==> src/pw_pkg.sv <==
package pw_pkg;

   ////////////////////////////////////////
   // widths
   ////////////////////////////////////////
   localparam int PATTERN_BYTES = 8;                         // pattern and history depth
   localparam int LEN_WIDTH     = $clog2(PATTERN_BYTES + 1); // holds 0..PATTERN_BYTES
   localparam int DELAY_WIDTH   = 20;
   localparam int WIDTH_WIDTH   = 17;
   localparam int NUM_PULSES    = 4;                         // default stage count

   typedef logic [7:0]                   fe_byte_t;
   typedef logic [8*PATTERN_BYTES-1:0]   pattern_t;  // byte 0 is the newest byte
   typedef logic [LEN_WIDTH-1:0]         len_t;
   typedef logic [DELAY_WIDTH-1:0]       delay_t;
   typedef logic [WIDTH_WIDTH-1:0]       width_t;

   ////////////////////////////////////////
   // register map
   ////////////////////////////////////////
   localparam fe_byte_t ADDR_PATTERN     = 8'h00;  // 0x00..0x07
   localparam fe_byte_t ADDR_MASK        = 8'h08;  // 0x08..0x0f
   localparam fe_byte_t ADDR_PATTERN_LEN = 8'h10;  // compared bytes, 1..8
   localparam fe_byte_t ADDR_NUM_PULSES  = 8'h11;  // pulses per match
   localparam fe_byte_t ADDR_ARM         = 8'h12;  // bit 0 arms the matcher
   localparam fe_byte_t ADDR_PULSE_BASE  = 8'h20;  // pulse k at base + 8k

   // byte offsets inside one pulse block
   localparam int OFS_DELAY  = 0;  // +0..+2, lsb first
   localparam int OFS_WIDTH  = 3;  // +3..+5, lsb first
   localparam int FIELD_BYTES = 3;

endpackage

==> src/match_cfg_if.sv <==
`timescale 1ns/1ps
`default_nettype none

// pattern configuration from the register file to the matcher
interface match_cfg_if;

   pw_pkg::pattern_t pattern;
   pw_pkg::pattern_t mask;
   pw_pkg::len_t     pattern_len;
   logic             arm;
   logic             disarm;     // one-cycle pulse back from the matcher

   modport regs (
      output pattern, mask, pattern_len, arm,
      input  disarm
   );

   modport matcher (
      input  pattern, mask, pattern_len, arm,
      output disarm
   );

endinterface

`default_nettype wire

==> src/pw_reg_file.sv <==
`timescale 1ns/1ps
`default_nettype none

module pw_reg_file #(
   parameter int num_pulses_p = pw_pkg::NUM_PULSES
) (
   input  wire                 fe_clk,
   input  wire                 rst_i,
   input  wire [7:0]           reg_addr_i,
   input  wire [7:0]           reg_wdata_i,
   input  wire                 reg_write_i,
   match_cfg_if.regs           cfg_o,
   output pw_pkg::delay_t      delays_o [num_pulses_p],
   output pw_pkg::width_t      widths_o [num_pulses_p],
   output pw_pkg::fe_byte_t    num_pulses_o,
   output logic                led_arm_o
);

   logic [7:0] pulse_rel;   // address relative to the pulse block base
   logic       pulse_sel;
   int         pulse_idx;
   logic [2:0] pulse_ofs;

   // drop one byte into a 24-bit field, lsb first
   function automatic logic [23:0] put_byte(logic [23:0] cur, int unsigned ofs,
                                            pw_pkg::fe_byte_t b);
      logic [23:0] v;
      v = cur;
      v[8*ofs +: 8] = b;
      return v;
   endfunction

   ////////////////////////////////////////
   // address decode
   ////////////////////////////////////////
   always_comb begin
      pulse_rel = reg_addr_i - pw_pkg::ADDR_PULSE_BASE;
      pulse_idx = int'(pulse_rel[7:3]);
      pulse_ofs = pulse_rel[2:0];
      pulse_sel = (reg_addr_i >= pw_pkg::ADDR_PULSE_BASE) && (pulse_idx < num_pulses_p);
   end

   ////////////////////////////////////////
   // register writes
   ////////////////////////////////////////
   always_ff @(posedge fe_clk) begin
      if (rst_i) begin
         cfg_o.pattern     <= '0;
         cfg_o.mask        <= '0;
         cfg_o.pattern_len <= pw_pkg::len_t'(1);
         cfg_o.arm         <= 1'b0;
         num_pulses_o      <= 8'd1;
         for (int k = 0; k < num_pulses_p; k++) begin
            delays_o[k] <= '0;
            widths_o[k] <= pw_pkg::width_t'(1);
         end
      end else begin
         if (cfg_o.disarm)
            cfg_o.arm <= 1'b0;          // a write below still wins
         if (reg_write_i) begin
            if ((reg_addr_i & 8'hf8) == pw_pkg::ADDR_PATTERN)
               cfg_o.pattern[8*reg_addr_i[2:0] +: 8] <= reg_wdata_i;
            else if ((reg_addr_i & 8'hf8) == pw_pkg::ADDR_MASK)
               cfg_o.mask[8*reg_addr_i[2:0] +: 8] <= reg_wdata_i;
            else if (reg_addr_i == pw_pkg::ADDR_PATTERN_LEN)
               cfg_o.pattern_len <= reg_wdata_i[pw_pkg::LEN_WIDTH-1:0];
            else if (reg_addr_i == pw_pkg::ADDR_NUM_PULSES)
               num_pulses_o <= reg_wdata_i;
            else if (reg_addr_i == pw_pkg::ADDR_ARM)
               cfg_o.arm <= reg_wdata_i[0];
            else if (pulse_sel) begin
               if (pulse_ofs < pw_pkg::OFS_WIDTH)
                  delays_o[pulse_idx] <= pw_pkg::delay_t'(put_byte(24'(delays_o[pulse_idx]),
                     pulse_ofs - pw_pkg::OFS_DELAY, reg_wdata_i));
               else if (pulse_ofs < pw_pkg::OFS_WIDTH + pw_pkg::FIELD_BYTES)
                  widths_o[pulse_idx] <= pw_pkg::width_t'(put_byte(24'(widths_o[pulse_idx]),
                     pulse_ofs - pw_pkg::OFS_WIDTH, reg_wdata_i));
               // offsets +6, +7 unused
            end
         end
      end
   end

   assign led_arm_o = cfg_o.arm;

endmodule

`default_nettype wire

==> src/pattern_matcher.sv <==
`timescale 1ns/1ps
`default_nettype none

module pattern_matcher (
   input  wire                fe_clk,
   input  wire                rst_i,
   input  wire [7:0]          fe_data_i,
   input  wire                fe_rxvalid_i,
   input  wire                fe_rxactive_i,
   match_cfg_if.matcher       cfg_i,
   output logic               match_o
);

   localparam int N = pw_pkg::PATTERN_BYTES;

   pw_pkg::pattern_t hist;        // newest byte in bits 7:0
   pw_pkg::pattern_t hist_nxt;
   pw_pkg::len_t     cnt;         // bytes seen this packet, saturates at N
   pw_pkg::len_t     cnt_nxt;
   logic             hit;
   logic             fire;

   ////////////////////////////////////////
   // masked compare on the shifted history
   ////////////////////////////////////////
   always_comb begin
      hist_nxt = {hist[8*(N-1)-1:0], fe_data_i};
      cnt_nxt  = (cnt == N) ? cnt : cnt + 1'b1;
      hit      = 1'b1;
      for (int i = 0; i < N; i++) begin
         if ((i < cfg_i.pattern_len) &&
             (((hist_nxt[8*i +: 8] ^ cfg_i.pattern[8*i +: 8]) & cfg_i.mask[8*i +: 8]) != 8'h00))
            hit = 1'b0;
      end
      // no second fire while the disarm is still in flight
      fire = cfg_i.arm && !match_o && fe_rxvalid_i && fe_rxactive_i &&
             (cnt_nxt >= cfg_i.pattern_len) && hit;
   end

   always_ff @(posedge fe_clk) begin
      if (rst_i) begin
         cnt     <= '0;
         match_o <= 1'b0;
      end else begin
         match_o <= fire;
         if (!fe_rxactive_i) begin
            hist <= '0;             // history never spans packets
            cnt  <= '0;
         end else if (fe_rxvalid_i) begin
            hist <= hist_nxt;
            cnt  <= cnt_nxt;
         end
      end
   end

   assign cfg_i.disarm = match_o;   // one shot per arm

endmodule

`default_nettype wire

==> src/trigger_pulse_stage.sv <==
`timescale 1ns/1ps
`default_nettype none

module trigger_pulse_stage #(
   parameter int idx_p = 0
) (
   input  wire                 fe_clk,
   input  wire                 rst_i,
   input  wire                 start_i,
   input  pw_pkg::delay_t      delay_i,
   input  pw_pkg::width_t      width_i,
   input  pw_pkg::fe_byte_t    num_pulses_i,
   output logic                pulse_o,
   output logic                done_o
);

   typedef enum logic [1:0] {
      ST_IDLE,
      ST_DELAY,
      ST_HIGH
   } state_t;

   state_t         state;
   pw_pkg::delay_t cnt;         // shared by delay and width phases
   pw_pkg::width_t width_eff;
   logic           enabled;

   assign width_eff = (width_i == '0) ? pw_pkg::width_t'(1) : width_i;
   assign enabled   = (idx_p < num_pulses_i);   // stages past num_pulses stay idle

   always_ff @(posedge fe_clk) begin
      if (rst_i) begin
         state <= ST_IDLE;
         cnt   <= '0;
      end else begin
         case (state)
            ST_IDLE: if (start_i && enabled) begin
               state <= ST_DELAY;
               cnt   <= delay_i;
            end
            ST_DELAY: if (cnt == '0) begin
               state <= ST_HIGH;
               cnt   <= pw_pkg::delay_t'(width_eff - 1'b1);
            end else begin
               cnt <= cnt - 1'b1;
            end
            ST_HIGH: if (cnt == '0) begin
               state <= ST_IDLE;
            end else begin
               cnt <= cnt - 1'b1;
            end
            default: state <= ST_IDLE;
         endcase
      end
   end

   assign pulse_o = (state == ST_HIGH);
   assign done_o  = pulse_o && (cnt == '0);   // last high cycle

endmodule

`default_nettype wire

==> src/trigger_output.sv <==
`timescale 1ns/1ps
`default_nettype none

module trigger_output #(
   parameter int num_pulses_p = pw_pkg::NUM_PULSES
) (
   input  wire                     fe_clk,
   input  wire                     rst_i,
   input  wire [num_pulses_p-1:0]  pulses_i,
   input  wire                     match_i,
   output logic                    cw_trig_o,
   output logic [3:0]              pulse_count_o
);

   logic any_pulse;
   logic rise;

   assign any_pulse = |pulses_i;
   assign rise      = any_pulse && !cw_trig_o;  // cw_trig_o is last cycle's OR

   always_ff @(posedge fe_clk) begin
      if (rst_i) begin
         cw_trig_o     <= 1'b0;
         pulse_count_o <= '0;
      end else begin
         cw_trig_o <= any_pulse;
         if (match_i)
            pulse_count_o <= '0;        // new trigger sequence
         else if (rise)
            pulse_count_o <= pulse_count_o + 1'b1;
      end
   end

endmodule

`default_nettype wire

==> src/phywhisperer_top.sv <==
`timescale 1ns/1ps
`default_nettype none

module phywhisperer_top #(
   parameter int num_pulses_p = pw_pkg::NUM_PULSES
) (
   input  wire        fe_clk,
   input  wire        rst_i,
   input  wire [7:0]  fe_data_i,
   input  wire        fe_rxvalid_i,
   input  wire        fe_rxactive_i,
   input  wire [7:0]  reg_addr_i,
   input  wire [7:0]  reg_wdata_i,
   input  wire        reg_write_i,
   output wire        cw_trig_o,
   output wire        led_arm_o,
   output wire [3:0]  pulse_count_o
);

   match_cfg_if        match_cfg ();

   pw_pkg::delay_t     delays [num_pulses_p];
   pw_pkg::width_t     widths [num_pulses_p];
   pw_pkg::fe_byte_t   num_pulses;
   logic               match;
   logic [num_pulses_p-1:0] start;    // start[k] feeds stage k
   logic [num_pulses_p-1:0] pulse;

   pw_reg_file #(
      .num_pulses_p  (num_pulses_p)
   ) u_reg_file (
      .fe_clk        (fe_clk),
      .rst_i         (rst_i),
      .reg_addr_i    (reg_addr_i),
      .reg_wdata_i   (reg_wdata_i),
      .reg_write_i   (reg_write_i),
      .cfg_o         (match_cfg.regs),
      .delays_o      (delays),
      .widths_o      (widths),
      .num_pulses_o  (num_pulses),
      .led_arm_o     (led_arm_o)
   );

   pattern_matcher u_matcher (
      .fe_clk        (fe_clk),
      .rst_i         (rst_i),
      .fe_data_i     (fe_data_i),
      .fe_rxvalid_i  (fe_rxvalid_i),
      .fe_rxactive_i (fe_rxactive_i),
      .cfg_i         (match_cfg.matcher),
      .match_o       (match)
   );

   assign start[0] = match;

   ////////////////////////////////////////
   // pulse chain where done of k starts k+1
   ////////////////////////////////////////
   for (genvar k = 0; k < num_pulses_p; k++) begin : g_stage
      logic done;

      trigger_pulse_stage #(
         .idx_p        (k)
      ) u_stage (
         .fe_clk       (fe_clk),
         .rst_i        (rst_i),
         .start_i      (start[k]),
         .delay_i      (delays[k]),
         .width_i      (widths[k]),
         .num_pulses_i (num_pulses),
         .pulse_o      (pulse[k]),
         .done_o       (done)
      );

      if (k < num_pulses_p - 1) begin : g_link
         assign start[k+1] = done;
      end
   end

   trigger_output #(
      .num_pulses_p  (num_pulses_p)
   ) u_output (
      .fe_clk        (fe_clk),
      .rst_i         (rst_i),
      .pulses_i      (pulse),
      .match_i       (match),
      .cw_trig_o     (cw_trig_o),
      .pulse_count_o (pulse_count_o)
   );

endmodule

`default_nettype wire

==> config.mk <==
export PLATFORM = sky130hd
export DESIGN_NAME = phywhisperer_top
export DESIGN_NICKNAME = d
export VERILOG_FILES = /design/src/pw_pkg.sv /design/src/match_cfg_if.sv /design/src/pw_reg_file.sv /design/src/pattern_matcher.sv /design/src/trigger_pulse_stage.sv /design/src/trigger_output.sv /design/src/phywhisperer_top.sv
export SDC_FILE = /design/constraint.sdc
export NUM_CORES = 1
export LEC_CHECK = 0
export BUFFER_PORTS_ARGS = -buffer_cell sky130_fd_sc_hd__buf_2
export CAP_MARGIN = 5
export CORE_ASPECT_RATIO = 0.9
export CORE_MARGIN = 2
export CORE_UTILIZATION = 60
export CTS_CLUSTER_DIAMETER = 40
export DETAILED_ROUTE_END_ITERATION = 6
export PLACE_DENSITY = 0.83
export SYNTH_ARGS = -nofsm -noshare
export SYNTH_HDL_FRONTEND = slang
export SYNTH_SLANG_ARGS = --single-unit
export TNS_END_PERCENT = 5
==> constraint.sdc <==
create_clock -name fe_clk -period 11.9 [get_ports fe_clk]
set_clock_uncertainty 0.1 [all_clocks]
set_input_delay 2.975 -clock fe_clk [delete_from_list [all_inputs] [get_ports fe_clk]]
set_output_delay 2.975 -clock fe_clk [all_outputs]
set_load 0.05 [all_outputs]
# Yosys cells after proc, flatten, opt, wreduce, memory -nomap -nowiden
# Index checks and enable logic that the tools add are counted.
totals:
  reg_bits: 443
  input_bits: 29
op_classes:
  add_sub_neg: 15
  n_bitwise: 25
  n_mux: 69
  n_eq_ne: 30
  shifts: 6
  reduce_logical: 68
  magnitude_cmp: 19
ops:
  columns: ["op", "count"]
  rows:
  - ["two-way mux 20 bit", 15]
  - ["case mux 20 bit (3 select lines)", 4]
  - ["bitwise mux 64 bit", 2]
  - ["two-way mux 17 bit", 7]
  - ["bitwise mux 80 bit", 1]
  - ["logical NOT 20 bit", 4]
  - ["subtractor 20 x 1 -> 20 bit (second input constant)", 4]
  - ["subtractor 17 x 1 -> 18 bit (second input constant)", 4]
  - ["bitwise mux 68 bit", 1]
  - ["logical NOT 17 bit", 4]
  - ["negation 6 -> 34 bit", 2]
  - ["variable shift 8 x 34 -> 24 bit (first input constant)", 2]
  - ["variable part select 8 x 34 -> 24 bit", 2]
  - ["bitwise AND 8 bit", 8]
  - ["nonzero test 8 bit", 8]
  - ["variable shift 8 x 34 -> 64 bit (first input constant)", 1]
  - ["variable part select 8 x 34 -> 64 bit", 1]
  - ["XOR 8 bit", 8]
  - ["two-way mux 56 bit", 1]
  - ["bitwise mux 24 bit", 2]
  - ["binary-select mux 20 bit (select 2 bit)", 1]
  - ["demux 20 bit (select 2 bit)", 1]
  - ["binary-select mux 17 bit (select 2 bit)", 1]
  - ["demux 17 bit (select 2 bit)", 1]
  - ["42 further kinds", 147]

# Logic depth before layout (Yosys ltp)
logic_depth:
  word_depth: 13
  mapped_depth: 14

# Modules after synthesis
# From an unflattened synthesis, not the netlist that was laid out.
unflattened:
  hier_cells: 2776
  hier_area_um2: 24881.4
by_module_without_submodules:
  columns: ["module", "instances", "cells_per_inst", "area_each_um2"]
  rows:
  - ["pw_reg_file", 1, 1288, 12490.7]
  - ["pattern_matcher", 1, 277, 3360.7]
  - ["trigger_pulse_stage at g_stage[3].u_stage", 1, 307, 2318.5]
  - ["trigger_pulse_stage at g_stage[1].u_stage", 1, 304, 2188.3]
  - ["trigger_pulse_stage at g_stage[2].u_stage", 1, 304, 2162.1]
  - ["trigger_pulse_stage at g_stage[0].u_stage", 1, 273, 2125.8]
  - ["trigger_output", 1, 23, 235.2]

# Worst setup path after synthesis
# Ideal clock, no wire load.
synth_timing:
  path_type: "input to register"
  from: "in rst_i"
  to: "reg u_matcher.hist[0], enable pin"
  t_arrival_ns: 6.296
  slack_ns: 5.016
  stages: 4
  cell_sequence: "clkbuf_1 clkbuf_1 buf_1 a21oi_1"
synth_between:
  elab_chain_len: 2
synth_rtl:
  columns: ["element", "line_no", "source"]
  rows:
  - ["from (decl)", "phywhisperer_top.sv:8", "input wire rst_i,"]
  - ["NOT 1 bit (no line)", null, null]
  - ["AND reduction 2 bit (no line)", null, null]
  - ["to (signal assigned)", "pattern_matcher.sv:50", "hist <= hist_nxt;"]
  - ["to (decl)", "pattern_matcher.sv:16", "pw_pkg::pattern_t hist;"]
# Every way passes these cells.
# A chain may end at the register's enable or synchronous reset.

# Worst setup path in the final report
layout_timing:
  from: "in reg_addr_i[0]"
  to: "reg u_reg_file.cfg_o.pattern[17]"
layout_between:
  elab_chain_len: 3
layout_rtl:
  columns: ["element", "line_no", "source"]
  rows:
  - ["from (decl)", "phywhisperer_top.sv:12", "input wire [7:0] reg_addr_i,"]
  - ["negation 6 -> 34 bit *", "pw_reg_file.sv:62", "cfg_o.pattern[8*reg_addr_i[2:0] +: 8] <= reg_wdata_i;"]
  - ["variable part select 8 x 34 -> 64 bit or variable shift 8 x 34 -> 64 bit (tied branches)", "pw_reg_file.sv:62", null]
  - ["bitwise mux 64 bit *", "pw_reg_file.sv:62", null]
  - ["to (signal, indexed assignment)", "pw_reg_file.sv:62", null]
  - ["to (decl)", "match_cfg_if.sv:14", "output pattern, mask, pattern_len, arm,"]
# Mark *: on every way between the ends. The rest lies on a longest branch, timed or not.

==> impl_metrics.json <==
{
  "status": "completed",
  "die_w_um": 211,
  "critical_path_class": "in2reg",
  "ir_drop_mv": 0.132,
  "die-area_mm2": 0.0403,
  "met3_usage_pct": 11.2,
  "slew_headroom_pct": 15.7,
  "grt_max_degree": 114,
  "drive_gt1_share_pct": 7.72,
  "slowest_delay_ns": 0.76,
  "syn_to_final_growth_pct": 9.39,
  "clock_power_share_pct": 43.4,
  "comb_power_share_pct": 16.2,
  "syn_inst": 2760,
  "gr-usage-met1_pct": 50.6,
  "setup_tns_ns": 0,
  "crit_chain": "buf_2 > inv_1 > ha_1 > ha_1 > nor2_1 > nand2_1 > nor2_1 > nand2_1 > nor2_1 > mux2i_1 > nor2_1",
  "period_needed_ns": 6.90,
  "most-common-layout-cells": "498 x nor2_1, 387 x dfxtp_1, 231 x a21oi_1, 209 x nand2_1, 113 x mux2i_1",
  "worstSkewPairLatency_ns": 0.64,
  "vias_per_cell": 6.59,
  "worst_slew_pin_slew_ns": 1.25,
  "cp_max_fo": 24,
  "vias": 21300,
  "synth_edf_count": 56,
  "cts_root_buffer": "clkbuf_16",
  "synth-async-reset-ratio_pct": 0,
  "overflow": 0,
  "power.leakage_nw": 9.94,
  "crit_slowest_cell": "nor2_1",
  "layout_commonest_cell": "nor2_1",
  "ys_warn_count": 0,
  "cts_sinks": 443,
  "wl_um": 74000,
  "drt_iter0_drc": 3191,
  "required_ns": 12.26,
  "seq_area_frac_synth_pct": 40.6,
  "ios": 35,
  "avgSynthCellArea_um2": 8.42,
  "min_period_over_period_pct": 57.9,
  "crit_path_frequent_cell": "nor2_1",
  "first_global_vias": 19800,
  "switching_share_pct": 30.7,
  "grt_pass1_wl_um": 113000,
  "ys_ff_latch": 443,
  "hpwlAfterDp_um": 51500,
  "rows": 68,
  "place.gp.congestion": 0.992,
  "netlist_area_mm2": 0.0232,
  "clockBufferDepth": 3,
  "nNetsFinal": 2773,
  "wl_per_cell_um": 22.9,
  "drc": 0,
  "p_int_mw": 2.70,
  "hold_violations": 0,
  "cts.clk_slew.worst_paths_ns": 0.06,
  "top_usage_layer": "met2",
  "maxCapViolCount": 0,
  "slew_viol_final": 0,
  "rsz0062_at_grt": "no",
  "cts_buffers": 57,
  "timing.fmax_ghz": 0.145,
  "crit_arrival_ns": 7.26,
  "yosysUniqueCellTypes": 77,
  "postCtsSetupBuffers": 0,
  "yosys_most_used_dff": "dfxtp_1",
  "grtUsageTotal_pct": 36.2,
  "synthTopCellsByArea": "dfxtp_1 33%, nor2_1 8.0%, edfxtp_1 7.2%, a21oi_1 5.0%, mux2i_1 4.9%",
  "cts-resized-gates": 0,
  "total_power_mw": 3.90,
  "pwr-share-seq_pct": 40.4,
  "antenna_found_initial": 1,
  "dr.pass1.iters": 6,
  "layoutNonFillerInstCount": 3238,
  "cts_tree": "done",
  "crit_path_start_kind": "input port",
  "ant_nets": 0,
  "netSwitchingPower_mw": 1.20,
  "hold_class": "reg2reg",
  "port_buffers": 34,
  "grtUsageMet2_pct": 52.3,
  "synth_top_area_share_pct": 33.3,
  "htreeDepth": 2,
  "crit_path_end_kind": "flip-flop",
  "setup_viol": 0,
  "die_height_um": 191,
  "synth_top_cell_by_area": "dfxtp_1",
  "initial_core_util_pct": 60.7,
  "p_per_area_mw_per_mm2": 153,
  "dp_cells": 3129,
  "postCtsHoldBufs": 0,
  "coreArea_mm2": 0.0383,
  "syn_nets": 2834
}
[layout make-up]
cell class                 instances  area (um^2)
tap                              490          613
timing repair buffer              57          360
clock inverter                    37          329
inverter                          68          255
sequential                       443         9430
antenna                            2         5.00
clock buffer                      69         1540
fill                            3035        12900
multi-input combinational       2072        12900
[metal layers]
metal | wire length [um] | vias to the layer above
met5 | 0 | -
met1 | 29900 | 10100
met4 | 2850 | 0
met2 | 31000 | 1357
li1 | - | 9679
met3 | 10200 | 198
[cells in the mapped netlist (7+ instances only)]
cell,instances
xnor2_1,67
xor2_1,109
a21oi_1,232
a31oi_1,27
nand2b_1,9
a211oi_1,72
o221ai_1,11
nor3_1,108
nand3_1,49
mux2i_1,113
nand2_1,209
clkbuf_1,155
o41ai_1,19
a22oi_1,31
mux4_2,37
ha_1,45
nor2_1,498
dfxtp_1,387
nor4_1,35
or3_1,24
inv_1,58
and2_1,62
o211ai_1,33
a211o_1,10
nand4_1,18
edfxtp_1,56
buf_2,8
nor2b_1,21
clkinv_1,10
or4_1,21
o31ai_1,11
buf_1,10
and3_1,7
o21ai_0,98
nor3b_1,7
[power by group through the flow]
stage	Combinational (mW)	Clock (mW)	Sequential [mW]
final	0.632	1.69	1.58
after CTS	0.609	1.69	1.57
after detailed placement	0.604	0	1.61
after floorplan	0.449	0	1.60
after global placement	0.595	0	1.61
after global routing	0.681	1.76	1.58
[logic make-up (layout without fill, tap and decap cells)]
logic type,after synthesis,in the layout,share of synthesized area [%]
adder cells (fa/ha/maj),46,46,2.47
multiplexers,155,155,8.69
AO/OA/AOI/OAI,596,596,16.0
AND/OR/NAND/NOR,1099,1099,21.6
flip-flops,443,443,40.6
XOR/XNOR,176,176,6.63
other,0,2,0
buffers and inverters,245,231,4.07
[through the flow]
step	util (%)	setup slack [ns]	instance area (um^2)	hold slack, ns
2_1_floorplan	-	5.02	23200	0.332
3_3_place_gp	61.5	4.83	23500	0.342
3_5_place_dp	61.5	4.58	23500	0.347
4_1_cts	66.4	5.25	25400	0.359
5_1_grt	66.4	4.79	25400	0.386
6_report	66.4	5.00	25400	0.361
[final timing paths]
check / from / end / slack [ns] / cells after the start
worst max-delay path: reg_addr_i[0] / u_reg_file.cfg_o.pattern[17] / 5.00 / 11
worst min-delay path: u_reg_file.cfg_o.mask[57] / u_reg_file.cfg_o.mask[57] / 0.36 / 2
worst max register to register: u_reg_file.widths_o[7] / g_stage[3].u_stage.cnt[14] / 7.63 / 11
worst min register to register: u_reg_file.cfg_o.mask[57] / u_reg_file.cfg_o.mask[57] / 0.36 / 2
[worst max-delay path: cells and delay by family]
kind,cells,cell delay [ns]
buffers and inverters,2,0.87
muxes,1,0.26
and+or+nand+nor,6,2.52
adders and majority gates,2,0.61
[state kept, by name (all words and copies together) (netlist names)]
name                          count
u_matcher.hist                   56
u_reg_file.cfg_o.mask            64
u_matcher.cnt                     4
u_output.pulse_count_o            4
u_reg_file.cfg_o.pattern_len      4
g_stage.u_stage.state             8
u_reg_file.cfg_o.pattern         64
u_reg_file.widths_o              68
u_output.cw_trig_o                1
u_reg_file.num_pulses_o           8
g_stage.u_stage.cnt              80
u_reg_file.delays_o              80
u_matcher.cfg_i.disarm            1
u_reg_file.cfg_o.arm              1
No activity file was read; power rests on OpenSTA's default activity.
